--- src/hw/hdr_gen_macros.svh ---
// Fixed IPv4 header geometry constants, included by the package, RTL and testbench

`ifndef HDR_GEN_MACROS_SVH
`define HDR_GEN_MACROS_SVH

// --------------------
// Header geometry
// --------------------

// Bytes in one IPv4 header without options
`define HDR_BYTES 20

// Width of one stream beat
`define HDR_BYTE_W 8

// Total header width in bits
`define HDR_BITS (`HDR_BYTES * `HDR_BYTE_W)

`endif

--- src/hw/hdr_gen_pkg.sv ---
// Shared types of the IPv4 header generator, imported by every RTL module and the testbench

`default_nettype none

`include "hdr_gen_macros.svh"

package hdr_gen_pkg;

    // --------------------
    // Stream types
    // --------------------

    // One byte on the output stream
    typedef logic [`HDR_BYTE_W-1:0] hdr_byte_t;

    // Byte position inside a header, 0 to 19
    typedef logic [4:0] hdr_index_t;

    // --------------------
    // Header fields
    // --------------------

    // Declared in wire order, so the first field sits in the top bits
    typedef struct packed {
        logic [7:0]  version_ihl;
        logic [7:0]  tos;
        logic [15:0] total_length;
        logic [15:0] identification;
        logic [15:0] flags_fragment;   // Flags and fragment offset together
        logic [7:0]  ttl;
        logic [7:0]  protocol;
        logic [15:0] header_checksum;
        logic [31:0] src_addr;
        logic [31:0] dst_addr;
    } ip_header_t;

    // --------------------
    // Control
    // --------------------

    // Generator FSM states
    typedef enum logic [1:0] {
        GEN_IDLE = 2'd0,
        GEN_SEND = 2'd1,
        GEN_DONE = 2'd2
    } gen_state_t;

endpackage

`default_nettype wire

--- src/hw/hdr_byte_counter.sv ---
// Beat counter of the header generator, gives the byte position and flags the final byte

`timescale 1ns/100ps
`default_nettype none

`include "hdr_gen_macros.svh"

module hdr_byte_counter
    import hdr_gen_pkg::*;
(
    input  wire logic  clock,
    input  wire logic  rst_n,
    input  wire logic  valid,
    input  wire logic  ready,
    output hdr_index_t byte_index,
    output logic       last_byte,
    output logic       frame_done
);

    localparam hdr_index_t LAST_INDEX = hdr_index_t'(`HDR_BYTES - 1);

    logic beat;

    // --------------------
    // Beat detection
    // --------------------

    // A byte moves only when both sides agree
    assign beat = valid && ready;

    // Index rests at 0 between frames, so this is low outside a frame
    assign last_byte = (byte_index == LAST_INDEX);

    // Pulse on the transfer of the final byte
    assign frame_done = beat && last_byte;

    // --------------------
    // Position counter
    // --------------------

    always_ff @(posedge clock or negedge rst_n) begin
        if (!rst_n) begin
            byte_index <= '0;
        end else if (beat) begin
            if (last_byte) begin
                // Wrap for the next frame
                byte_index <= '0;
            end else begin
                byte_index <= byte_index + hdr_index_t'(1);
            end
        end
    end

endmodule

`default_nettype wire

--- src/hw/hdr_byte_source.sv ---
// Header snapshot register of the generator, presents the byte at the current position

`timescale 1ns/100ps
`default_nettype none

`include "hdr_gen_macros.svh"

module hdr_byte_source
    import hdr_gen_pkg::*;
(
    input  wire logic       clock,
    input  wire logic       rst_n,
    input  wire logic       start,
    input  wire ip_header_t fields,
    input  wire hdr_index_t byte_index,
    output hdr_byte_t       data
);

    localparam hdr_index_t TOP_INDEX = hdr_index_t'(`HDR_BYTES - 1);

    // Captured header viewed as bytes, element 19 is the first on the wire
    hdr_byte_t [`HDR_BYTES-1:0] hdr_q;

    hdr_index_t sel_index;

    // --------------------
    // Snapshot
    // --------------------

    // Loaded once per frame, later field changes wait for the next frame
    always_ff @(posedge clock or negedge rst_n) begin
        if (!rst_n) begin
            hdr_q <= '0;
        end else if (start) begin
            hdr_q <= fields;
        end
    end

    // --------------------
    // Byte select
    // --------------------

    // Frame byte 0 is the most significant byte of the struct
    assign sel_index = TOP_INDEX - byte_index;

    // Follows the index in the same cycle, held while the index holds
    assign data = hdr_q[sel_index];

endmodule

`default_nettype wire

--- src/hw/hdr_gen_fsm.sv ---
// Frame control FSM of the header generator, accepts a request and drives the stream valid

`timescale 1ns/100ps
`default_nettype none

module hdr_gen_fsm
    import hdr_gen_pkg::*;
(
    input  wire logic clock,
    input  wire logic rst_n,
    input  wire logic enable,
    input  wire logic ready,
    input  wire logic frame_done,
    output logic      valid,
    output logic      start
);

    gen_state_t state_q;
    gen_state_t state_d;

    // --------------------
    // Start condition
    // --------------------

    // A frame begins only from idle, with a request and a ready sink
    assign start = (state_q == GEN_IDLE) && enable && ready;

    // --------------------
    // Next state
    // --------------------

    always_comb begin
        state_d = state_q;
        case (state_q)
            GEN_IDLE: begin
                if (start) begin
                    state_d = GEN_SEND;
                end
            end
            GEN_SEND: begin
                // Leave on the beat of the final byte
                if (frame_done) begin
                    state_d = GEN_DONE;
                end
            end
            GEN_DONE: begin
                // Gap cycle before the next request is seen
                state_d = GEN_IDLE;
            end
            default: begin
                state_d = GEN_IDLE;
            end
        endcase
    end

    // --------------------
    // State register
    // --------------------

    always_ff @(posedge clock or negedge rst_n) begin
        if (!rst_n) begin
            state_q <= GEN_IDLE;
        end else begin
            state_q <= state_d;
        end
    end

    // Stream valid for the whole sending phase
    assign valid = (state_q == GEN_SEND);

endmodule

`default_nettype wire

--- src/hw/ip_header_gen.sv ---
// Top of the IPv4 header generator, streams a 20 byte header per request on a valid/ready bus

`timescale 1ns/100ps
`default_nettype none

module ip_header_gen
    import hdr_gen_pkg::*;
(
    input  wire logic       clock,
    input  wire logic       rst_n,
    input  wire logic       enable,
    input  wire ip_header_t fields,
    input  wire logic       ready,
    output hdr_byte_t       data,
    output logic            valid,
    output logic            last
);

    // --------------------
    // Internal nets
    // --------------------

    logic       start;
    logic       frame_done;
    logic       last_byte;
    hdr_index_t byte_index;

    // Final byte marker straight from the counter
    assign last = last_byte;

    // --------------------
    // Frame control
    // --------------------

    hdr_gen_fsm u_fsm (
        .clock      (clock),
        .rst_n      (rst_n),
        .enable     (enable),
        .ready      (ready),
        .frame_done (frame_done),
        .valid      (valid),
        .start      (start)
    );

    // --------------------
    // Byte position
    // --------------------

    hdr_byte_counter u_counter (
        .clock      (clock),
        .rst_n      (rst_n),
        .valid      (valid),
        .ready      (ready),
        .byte_index (byte_index),
        .last_byte  (last_byte),
        .frame_done (frame_done)
    );

    // --------------------
    // Header bytes
    // --------------------

    // Snapshot taken on the start edge
    hdr_byte_source u_source (
        .clock      (clock),
        .rst_n      (rst_n),
        .start      (start),
        .fields     (fields),
        .byte_index (byte_index),
        .data       (data)
    );

endmodule

`default_nettype wire

--- config.mk ---
export PLATFORM = sky130hd
export DESIGN_NAME = ip_header_gen
export DESIGN_NICKNAME = d
export VERILOG_FILES = /design/src/hw/hdr_gen_pkg.sv /design/src/hw/hdr_byte_counter.sv /design/src/hw/hdr_byte_source.sv /design/src/hw/hdr_gen_fsm.sv /design/src/hw/ip_header_gen.sv
export VERILOG_INCLUDE_DIRS = /design/src /design/src/hw
export SDC_FILE = /design/constraint.sdc
export NUM_CORES = 1
export LEC_CHECK = 0
export BUFFER_PORTS_ARGS = -buffer_cell sky130_fd_sc_hd__buf_2
export CORE_ASPECT_RATIO = 1.25
export CORE_MARGIN = 4
export CORE_UTILIZATION = 55
export CTS_BUF_LIST = sky130_fd_sc_hd__clkbuf_4
export DETAILED_ROUTE_END_ITERATION = 10
export PLACE_DENSITY = 0.81
export SLEW_MARGIN = 20
export SYNTH_ARGS = -nofsm -noshare
export SYNTH_HDL_FRONTEND = slang
export SYNTH_HIERARCHICAL = 1
export SYNTH_SLANG_ARGS = --single-unit
--- constraint.sdc ---
create_clock -name clock -period 5.45 [get_ports clock]
set_input_delay 0.2725 -clock clock [delete_from_list [all_inputs] [get_ports clock]]
set_output_delay 0.2725 -clock clock [all_outputs]
set_load 0.05 [all_outputs]
==> flow_summary.yaml, run 1 <==
status:
  status: "finished clean"
routing:
  dr_total_vias: 5698
  wl_per_cell_um: 22.8
  via_per_inst: 5.69
  routed_wirelength_mm: 22.9
  drc: 0
  drt_iter0_drc: 447
  drtPass1Iterations: 5
  postRouteAntennaNets: 0
clocking:
  cts.sinks: 167
  clk_latency_ns: 0.55
  htree_levels: 4
  cts_buffers: 17
  post_cts_buffers: 0
  path_clk_slew_ns: 0.14
  root_buffer: "clkbuf_4"
  cts_tree: "done"
  clock_path_buffers: 2
synthesis:
  netlist_area_sq_mm: 0.00763
  ys_seq_area_share_pct: 54.8
  yosysTopAreaCell: "dfrtp_1"
  syn_area_per_cell_sq_um: 15.7
  yosysWarnings: 6
  postSynthCellCount: 486
  synth_ff_type: "dfrtp_1"
  synthArstFlopShare_pct: 100
  ys_ff_latch: 167
  ys_top_cells_by_area: "dfrtp_1, mux2_2, mux4_1"
  synth_edf_count: 0
  synth_cell_types: 35
  synth_top_cell_area_share_pct: 54.8
  syn-num-nets: 652
setup_path:
  r2r_cells: 6
  path_cells: "inv_2 -> ha_1 -> xnor2_1 -> nor3_1 -> a22oi_1 -> nand2_1 -> buf_2"
  crit_path_max_incr_delay_ns: 0.78
  worst-path-buf-inv: 2
  reg2reg_to: "u_fsm/state_q[0]$_DFFE_PN0P_"
  cp_top_family: "simple AND/OR/NAND/NOR gates"
  r2r_slack_ns: 3.24
  cp-end-kind: "output port"
  timing.rr.start: "u_counter/byte_index[1]$_DFFE_PN0P_"
  worstPathRequired_ns: 5.18
  cpMaxStageDelayCell: "dfrtp_1"
  start_kind: "register"
  critPathMaxFanout: 23
  worstPathArrival_ns: 3.35
  worstSetupPathType: "reg2out"
placed_design:
  port_buffers: 173
  place_congestion: 0.852
  pre_cts_slack_ns: 2.59
  place_hpwl_mm: 13.0
power:
  vdd_drop_max_mv: 0.305
  power_mw: 5.77
  power_density_mw_per_mm2: 545
  power_leakage_nw: 4.74
floorplanning:
  start_util_pct: 56.9
  core_sq_mm: 0.0134
  die_h_um: 140
  num_rows: 47
  die_area_sq_mm: 0.0158
  die_w_um: 113
  io_pins: 174
timing:
  rsz0062_at_grt: "no"
  setup_ws_ns: 1.83
  min_period_ns: 3.62
  setup_tns_ns: 0
  setup_viol: 0
  worst_slew_pin_slew_ns: 1.07
  finalCritPeriodShare_pct: 66.4
  drv_slew: 0
  max_slew_margin_pct: 28.5
  max_freq_ghz: 0.276
  clock_skew_ns: 0.0190
  hold_viol: 0
  holdWs_ns: 0.0352
worst_hold_path:
  hold_path_end: "u_fsm/state_q[0]$_DFFE_PN0P_"
  holdPathStages: 3
  hp-class: "in2reg"
  hp-start: "ready"
final_layout:
  drive_above_1_share_pct: 48.2
  areaGrowthSynthToFinish_pct: 38.6
  fillerInstances: 729
  nets: 978
global_routing:
  overflow: 0
  antenna_found_initial: 4
  grt_usage_pct: 29.6
  grt_pass1_wl_mm: 35.6
  grt_pass1_vias: 6591
  grt_max_degree: 119
flow_run:
  drv_cap: 0
flip-flops by register name, indices dropped and copies added (netlist names):
register              cells
u_counter/byte_index      5
u_source/hdr_q          160
u_fsm/state_q             2
metrics by stage:
step                util [%]  instances  instance area (sq um)
global placement        64.1        802                   8590
global route            78.9       1000                  10600
detailed placement      64.1        802                   8600
floorplan                  -        486                   7630
CTS                     78.8        996                  10600
finish                  78.9       1002                  10600
final cells by class:
class                      count  area, sq um  share of cell area, %
clock buffer                  18          135                   1.28
timing repair buffer         339         2530                   23.9
inverter                       2         7.51                 0.0710
antenna                        6         15.0                  0.142
sequential                   167         4180                   39.6
multi-input combinational    285         3290                   31.1
tap                          171          214                   2.02
clock inverter                14          206                   1.95
worst min-delay path, stage by stage:
cell     delay, ns
buf_2         0.13
nand2_1       0.10
o31ai_1       0.07
synth_stat cells, drive strengths merged (4+ instances only):
master  instances
o211ai          7
nand2          12
mux4           31
mux2i          15
dfrtp         167
nor3            4
buf            21
nor2b           7
a22oi          14
clkbuf         11
mux2          170
power by group:
group / switching (mW) / internal, mW
Sequential: 0.534 / 1.85
Combinational: 1.26 / 1.28
Clock: 0.435 / 0.411
worst max-delay path by stage:
stage,end,cells past startpoint,from
6_report,data[6],7,u_counter/byte_index[2]$_DFFE_PN0P_
5_1_grt,data[6],7,u_counter/byte_index[2]$_DFFE_PN0P_
3_5_place_dp,data[3],7,u_counter/byte_index[2]$_DFFE_PN0P_
4_1_cts,data[3],7,u_counter/byte_index[2]$_DFFE_PN0P_
3_3_place_gp,data[6],5,u_counter/byte_index[0]$_DFFE_PN0P_
2_1_floorplan,data[3],4,u_counter/byte_index[2]$_DFFE_PN0P_
placed cells by master (no fill, tap or decap), types with 3 or more instances in the layout:
cell type	count
buf_4	4
nor2b_1	7
o211ai_1	7
mux4_1	15
buf_2	172
mux2_2	170
diode_2	6
mux2i_1	15
dfrtp_1	165
bufinv_16	5
clkinvlp_4	3
and2_1	3
a22oi_1	14
clkbuf_4	18
mux4_2	16
clkinv_1	3
dlygate4sd3_1	162
nand2_1	12
o31ai_1	3
per-layer routing:
| metal | vias up | global-route usage (%) | wire length (um) | share of wire [%] |
|---|---|---|---|---|
| met5 | - | 0 | 0 | 0 |
| met4 | 0 | 17.3 | 1410 | 6.1 |
| met3 | 80 | 5.30 | 978 | 4.3 |
| met2 | 260 | 51.5 | 12100 | 53 |
| met1 | 2859 | 33.9 | 8390 | 37 |
| li1 | 2499 | - | - | - |
timing repair:
action                     CTS  global route
setup endpoints to repair    0             0
hold buffers               162             0
resized for setup            0             0
hold endpoints to repair   278             0
kinds of logic after synthesis:
| group | Yosys count | synth area share [%] |
|---|---|---|
| compound gates | 31 | 3.10 |
| buf+inv | 34 | 2.18 |
| mux | 216 | 36.9 |
| fa+ha+maj | 2 | 0.328 |
| flops | 167 | 54.8 |
| xor+xnor | 2 | 0.230 |
| simple gates | 34 | 2.44 |
Note: power is estimated with default switching activity, not from simulation.
==> run 2: changes to the inputs <==
--- a/config.mk
+++ b/config.mk
@@ -6,13 +6,14 @@
 export SDC_FILE = /design/constraint.sdc
 export NUM_CORES = 1
 export LEC_CHECK = 0
+export ABC_AREA = 1
 export BUFFER_PORTS_ARGS = -buffer_cell sky130_fd_sc_hd__buf_2
 export CORE_ASPECT_RATIO = 1.25
 export CORE_MARGIN = 4
 export CORE_UTILIZATION = 55
 export CTS_BUF_LIST = sky130_fd_sc_hd__clkbuf_4
 export DETAILED_ROUTE_END_ITERATION = 10
-export PLACE_DENSITY = 0.81
+export PLACE_DENSITY = 0.8
 export SLEW_MARGIN = 20
 export SYNTH_ARGS = -nofsm -noshare
 export SYNTH_HDL_FRONTEND = slang
==> constraint.sdc (replaced) <==
create_clock -name clock -period 3.34 [get_ports clock]
set_input_delay 0.167 -clock clock [delete_from_list [all_inputs] [get_ports clock]]
set_output_delay 0.167 -clock clock [all_outputs]
set_load 0.05 [all_outputs]
==> flow_summary.yaml, run 2 <==
status:
  status: "finished clean"
timing:
  max_slew_margin_pct: 45.4
  hold_viol: 0
  drv_slew: 0
  rsz0062_at_grt: "no"
  max_freq_ghz: 0.333
  setup_tns_ns: 0
  clock_skew_ns: 0.0257
  worst_slew_pin_slew_ns: 0.819
  finalCritPeriodShare_pct: 89.9
  min_period_ns: 3.00
  setup_viol: 0
final_layout:
  fin_cells: 1563
  drive_above_1_share_pct: 17.7
  fillerInstances: 985
  largest_register_ffs: 160
  final_common_cell: "nand2_1"
  design_area_sq_mm: 0.0110
  top_register: "u_source/hdr_q"
  areaGrowthSynthToFinish_pct: 34.0
  largest_registers: "u_source/hdr_q (160), u_counter/byte_index (5), u_fsm/state_q (2)"
  layout_common_cells: "nand2_1, buf_2, inv_1, dfrtp_1, dlygate4sd3_1"
  nets: 1535
power:
  clkPwrFrac_pct: 13.2
  vdd_drop_max_mv: 0.519
  internal-power_mw: 4.89
  swShare_pct: 47.2
  seqPwrFrac_pct: 36.5
  power_leakage_nw: 5.59
  power_frac_comb_pct: 50.3
  power_density_mw_per_mm2: 843
  p_sw_mw: 4.37
synthesis:
  yosysWarnings: 6
  ys_ff_latch: 167
  synthTopCellsByCount: "nand2_1, dfrtp_1, inv_1"
  synth_cell_types: 25
  yosysTopAreaCell: "dfrtp_1"
  synth_top_cell_area_share_pct: 51.0
  ys_top_cells_by_area: "dfrtp_1, nand2_1, o21ai_0"
  yosysMostFrequentCell: "nand2_1"
  ys_seq_area_share_pct: 51.0
  syn_area_per_cell_sq_um: 7.70
  synth_ff_type: "dfrtp_1"
  syn-num-nets: 1231
  synth_edf_count: 0
  postSynthCellCount: 1065
  synthArstFlopShare_pct: 100
  netlist_area_sq_mm: 0.00820
routing:
  wl_per_cell_um: 16.3
  dr_total_vias: 8280
  drt_iter0_drc: 746
  postRouteAntennaNets: 0
  via_per_inst: 5.30
  routed_wirelength_mm: 25.5
  drtPass1Iterations: 8
  drc: 0
clocking:
  htree_levels: 4
  clk_latency_ns: 0.53
  clock_path_buffers: 2
  post_cts_buffers: 0
  cts_buffers: 17
  root_buffer: "clkbuf_4"
  cts.sinks: 167
  path_clk_slew_ns: 0.12
  cts_tree: "done"
worst_hold_path:
  hp-class: "in2reg"
setup_path:
  cpMaxStageDelayCell: "dfrtp_2"
  worstPathRequired_ns: 3.17
  cp-end-kind: "output port"
  critPathMaxFanout: 16
  worstPathArrival_ns: 2.84
  start_kind: "register"
  crit_path_max_incr_delay_ns: 0.58
  path_common_cell: "nand2_1"
  path_cells: "inv_2 -> ha_1 -> nor2_1 -> nand2_1 -> nand2_1 -> inv_1 -> nand2_1 -> nand2_1 -> nand2_1 -> buf_2"
  worstSetupPathType: "reg2out"
  worst-path-buf-inv: 3
  cp_top_family: "simple AND/OR/NAND/NOR gates"
floorplanning:
  core_sq_mm: 0.0145
  die_w_um: 117
  die_area_sq_mm: 0.0169
  start_util_pct: 56.4
  die_h_um: 145
  num_rows: 49
  io_pins: 174
global_routing:
  grt_pass1_wl_mm: 40.2
  antenna_found_initial: 3
  overflow: 0
  grt_max_degree: 170
  grt_usage_pct: 30.7
  grt_pass1_vias: 8383
flow_run:
  drv_cap: 0
placed_design:
  dpl_cell_area_sq_mm: 0.00907
  place_hpwl_mm: 14.4
  place_congestion: 0.838
  place_inst: 1366
  port_buffers: 173
## run 2: cell types whose count changed in the layout (fill, tap and decap cells not counted), moves of 5 or more
cell,change
a21oi_1,+17
a22oi_1,-14
buf_4,+5
inv_1,+163
mux2_2,-156
mux2i_1,-15
mux4_1,-15
mux4_2,-16
nand2_1,+353
nand3_1,+88
nor2_1,+6
nor2b_1,-7
o211ai_1,-7
o21ai_0,+160
## run 2: power by group through the flow
stage               registers [mW]  logic (mW)  clock network (mW)
floorplan                     3.27        3.33                   0
global placement              3.36        4.27                   0
detailed placement            3.40        4.37                   0
CTS                           3.34        4.54                1.23
global route                  3.47        5.18                1.31
finish                        3.38        4.66                1.22
## run 2: worst paths after layout
check | end | depth (start not counted) | slack [ns] | startpoint
max | data[3] | 10 | 0.34 | u_counter/byte_index[2]$_DFFE_PN0P_
min | u_fsm/state_q[0]$_DFFE_PN0P_ | 5 | 0.07 | enable
max reg2reg | u_fsm/state_q[0]$_DFFE_PN0P_ | 9 | 1.06 | u_counter/byte_index[0]$_DFFE_PN0P_
min reg2reg | u_fsm/state_q[1]$_DFFE_PN0P_ | 1 | 0.52 | u_fsm/state_q[1]$_DFFE_PN0P_
max in group asynchronous | u_source/hdr_q[126]$_DFFE_PN0P_ | 3 | 2.29 | rst_n
min in group asynchronous | u_source/hdr_q[43]$_DFFE_PN0P_ | 2 | 0.18 | rst_n
## run 2: final cells by class
type / instances / area (sq um) / area share (%)
Inverter: 168 / 641 / 5.83
Clock inverter: 15 / 165 / 1.50
Clock buffer: 17 / 128 / 1.16
Sequential cell: 167 / 4180 / 38.1
Multi-Input combinational cell: 669 / 3040 / 27.7
Tap cell: 178 / 223 / 2.03
Timing Repair Buffer: 346 / 2600 / 23.7
Antenna cell: 3 / 7.51 / 0.0683
## run 2: kinds of logic (layout without fill, tap and decap cells)
logic type / Yosys count / count (layout) / synth area share [%]
fa+ha+maj: 2 / 2 / 0.305
xor+xnor: 2 / 2 / 0.214
simple gates: 470 / 470 / 23.4
compound gates: 179 / 179 / 11.0
mux: 16 / 16 / 2.20
flops: 167 / 167 / 51.0
other cells: 0 / 3 / 0
buf+inv: 229 / 546 / 11.9
## run 2: timing repair
item	CTS	global route
endpoints found under the hold margin	228	0
hold buffers	162	0
setup endpoints to repair	0	8
gates resized for setup	0	1
## run 2: through the flow
stage / total power [mW] / util [%] / hold slack, ns / setup slack [ns]
4_1_cts: 9.11 / 75.6 / 0.0174 / 0.139
3_5_place_dp: 7.77 / 62.4 / 0.207 / 0.734
2_1_floorplan: 6.59 / - / -0.129 / 1.31
6_report: 9.26 / 75.6 / 0.0697 / 0.337
5_1_grt: 9.96 / 75.6 / 0.0775 / 0.0279
3_3_place_gp: 7.63 / 62.4 / 0.201 / 0.818
## run 2: worst reg2reg max path: cells and delay by family, from the launching register on
kind	cells	cell delay, ns
and+or+nand+nor	4	0.40
buffers and inverters	4	0.81
adders and majority gates	1	0.31
DFF	1	0.67
## run 2: metal layers
| layer | vias up | GRT usage [%] | wire (um) |
|---|---|---|---|
| met1 | 3845 | 37.4 | 9730 |
| met4 | 0 | 15.5 | 1160 |
| met3 | 94 | 4.94 | 1640 |
| li1 | 3901 | - | - |
| met2 | 440 | 52.4 | 13000 |
| met5 | - | 0 | 0 |
==> run 3: changes to the inputs <==
==> constraint.sdc (replaced) <==
create_clock -name clock -period 3.6 [get_ports clock]
set_input_delay 0.18 -clock clock [delete_from_list [all_inputs] [get_ports clock]]
set_output_delay 0.18 -clock clock [all_outputs]
set_load 0.05 [all_outputs]
==> flow_summary.yaml, run 3 (synthesized netlist as in run 2, its figures left out) <==
setup_path:
  worstPathArrival_ns: 3.08
  crit_path_end: "data[3]"
  r2r_slack_ns: 1.48
  setup.worst_path.start: "u_counter/byte_index[2]$_DFFE_PN0P_"
  r2r_cells: 6
  start_kind: "register"
  cp-end-kind: "output port"
  worstSetupPathType: "reg2out"
  timing.rr.start: "u_fsm/state_q[1]$_DFFE_PN0P_"
  reg2reg_to: "u_source/hdr_q[22]$_DFFE_PN0P_"
  critPathMaxFanout: 16
  worstPathRequired_ns: 3.42
clocking:
  root_buffer: "clkbuf_4"
  cts_buffers: 17
  cts_tree: "done"
  clk_latency_ns: 0.58
  htree_levels: 4
  path_clk_slew_ns: 0.15
  post_cts_resized: 0
  cts.sinks: 167
  clock_path_buffers: 2
global_routing:
  grt_max_degree: 202
  overflow: 0
  grt_usage_pct: 31.2
  antenna_found_initial: 4
  grt_pass1_vias: 8334
  grt_pass1_wl_mm: 40.4
routing:
  routed_wirelength_mm: 25.7
  dr_total_vias: 8203
  drc: 0
  drt_iter0_drc: 769
  drtPass1Iterations: 7
  via_per_inst: 5.24
  wl_per_cell_um: 16.5
  postRouteAntennaNets: 0
worst_hold_path:
  hp-class: "in2async"
timing:
  min_period_ns: 3.26
  clock_skew_ns: 0.0215
  setup_viol: 0
  hold_viol: 0
  setup_tns_ns: 0
  setup_ws_ns: 0.338
  finalCritPeriodShare_pct: 90.6
  rsz0062_at_grt: "no"
  holdWs_ns: 0.186
  worst_slew_pin_slew_ns: 0.977
  drv_slew: 0
  max_slew_margin_pct: 34.9
  max_freq_ghz: 0.307
final_layout:
  largest_registers: "u_source/hdr_q (160), u_counter/byte_index (5), u_fsm/state_q (2)"
  layout_common_cells: "nand2_1, buf_2, dfrtp_1, inv_1, dlygate4sd3_1"
  nets: 1535
  fin_cells: 1564
  top_register: "u_source/hdr_q"
  drive_above_1_share_pct: 17.5
  largest_register_ffs: 160
  final_common_cell: "nand2_1"
  fin_util_pct: 75.4
  areaGrowthSynthToFinish_pct: 33.7
placed_design:
  place_hpwl_mm: 14.3
  place_congestion: 0.878
  pre_cts_slack_ns: 0.985
  port_buffers: 173
  place_inst: 1365
power:
  power_density_mw_per_mm2: 778
  power_leakage_nw: 5.56
  vdd_drop_max_mv: 0.345
status:
  status: "finished clean"
flow_run:
  drv_cap: 0
floorplanning:
  start_util_pct: 56.4
  die_area_sq_mm: 0.0169
  num_rows: 49
  die_w_um: 117
  core_sq_mm: 0.0145
  io_pins: 174
  die_h_um: 145
## run 3: cell types whose count changed in the layout (fill, tap and decap cells not counted)
cell,change
buf_4,-1
diode_2,+1
dlygate4sd3_1,+1
inv_6,-1
clkinvlp_4,+2
bufinv_16,-1
dfrtp_2,-1
clkinv_4,-1
dfrtp_1,+1
clkinv_2,+1
clkbuf_4,+1
inv_8,-1
## run 3: worst min path at each step
stage | depth (start not counted) | from | endpoint | slack (ns)
3_3_place_gp | 1 | rst_n | u_source/hdr_q[51]$_DFFE_PN0P_ | 0.28
3_5_place_dp | 1 | rst_n | u_source/hdr_q[53]$_DFFE_PN0P_ | 0.28
5_1_grt | 2 | rst_n | u_source/hdr_q[32]$_DFFE_PN0P_ | 0.25
6_report | 2 | rst_n | u_source/hdr_q[32]$_DFFE_PN0P_ | 0.19
4_1_cts | 2 | rst_n | u_source/hdr_q[32]$_DFFE_PN0P_ | 0.21
2_1_floorplan | 0 | rst_n | u_counter/byte_index[0]$_DFFE_PN0P_ | -0.12
## run 3: final cells by class
cell class / count / area [sq um]
Multi-Input combinational cell: 669 / 3040
Clock inverter: 14 / 126
Antenna cell: 4 / 10.0
Clock buffer: 18 / 135
Inverter: 168 / 641
Sequential cell: 167 / 4180
Timing Repair Buffer: 346 / 2600
Tap cell: 178 / 223
Fill cell: 1000 / 3570
## run 3: critical path, cell delays in order (launching register included)
cell and delay [ns]:
dfrtp_1 0.72, inv_2 0.21, ha_1 0.49, nor2_1 0.40, nand2_1 0.11, nand2_1 0.08
inv_1 0.04, nand2_1 0.05, nand2_1 0.05, nand2_1 0.11, buf_2 0.27
## run 3: routing by layer
metal,GRT usage [%],up-vias,wire length (um)
met5,0,-,0
met1,38.2,3822,9870
met2,53.9,388,13300
met3,4.35,87,1540
met4,15.0,0,1070
li1,-,3906,-
## run 3: through the flow
step	power (mW)	instance area [sq um]
after floorplan	6.12	8200
after CTS	8.36	11000
after global placement	7.08	9060
after global routing	9.16	11000
final	8.53	11000
after detailed placement	7.20	9060
## run 3: power breakdown
group | switching [mW] | internal, mW | leakage, nW
Sequential | 0.340 | 2.78 | 2.06
Combinational | 3.02 | 1.34 | 3.37
Clock | 0.696 | 0.353 | 0.133
## run 3: repair_timing
action / 4_1_cts / 5_1_grt
hold endpoints to repair: 246 / 0
hold buffers: 163 / 0
setup buffers: 0 / 0
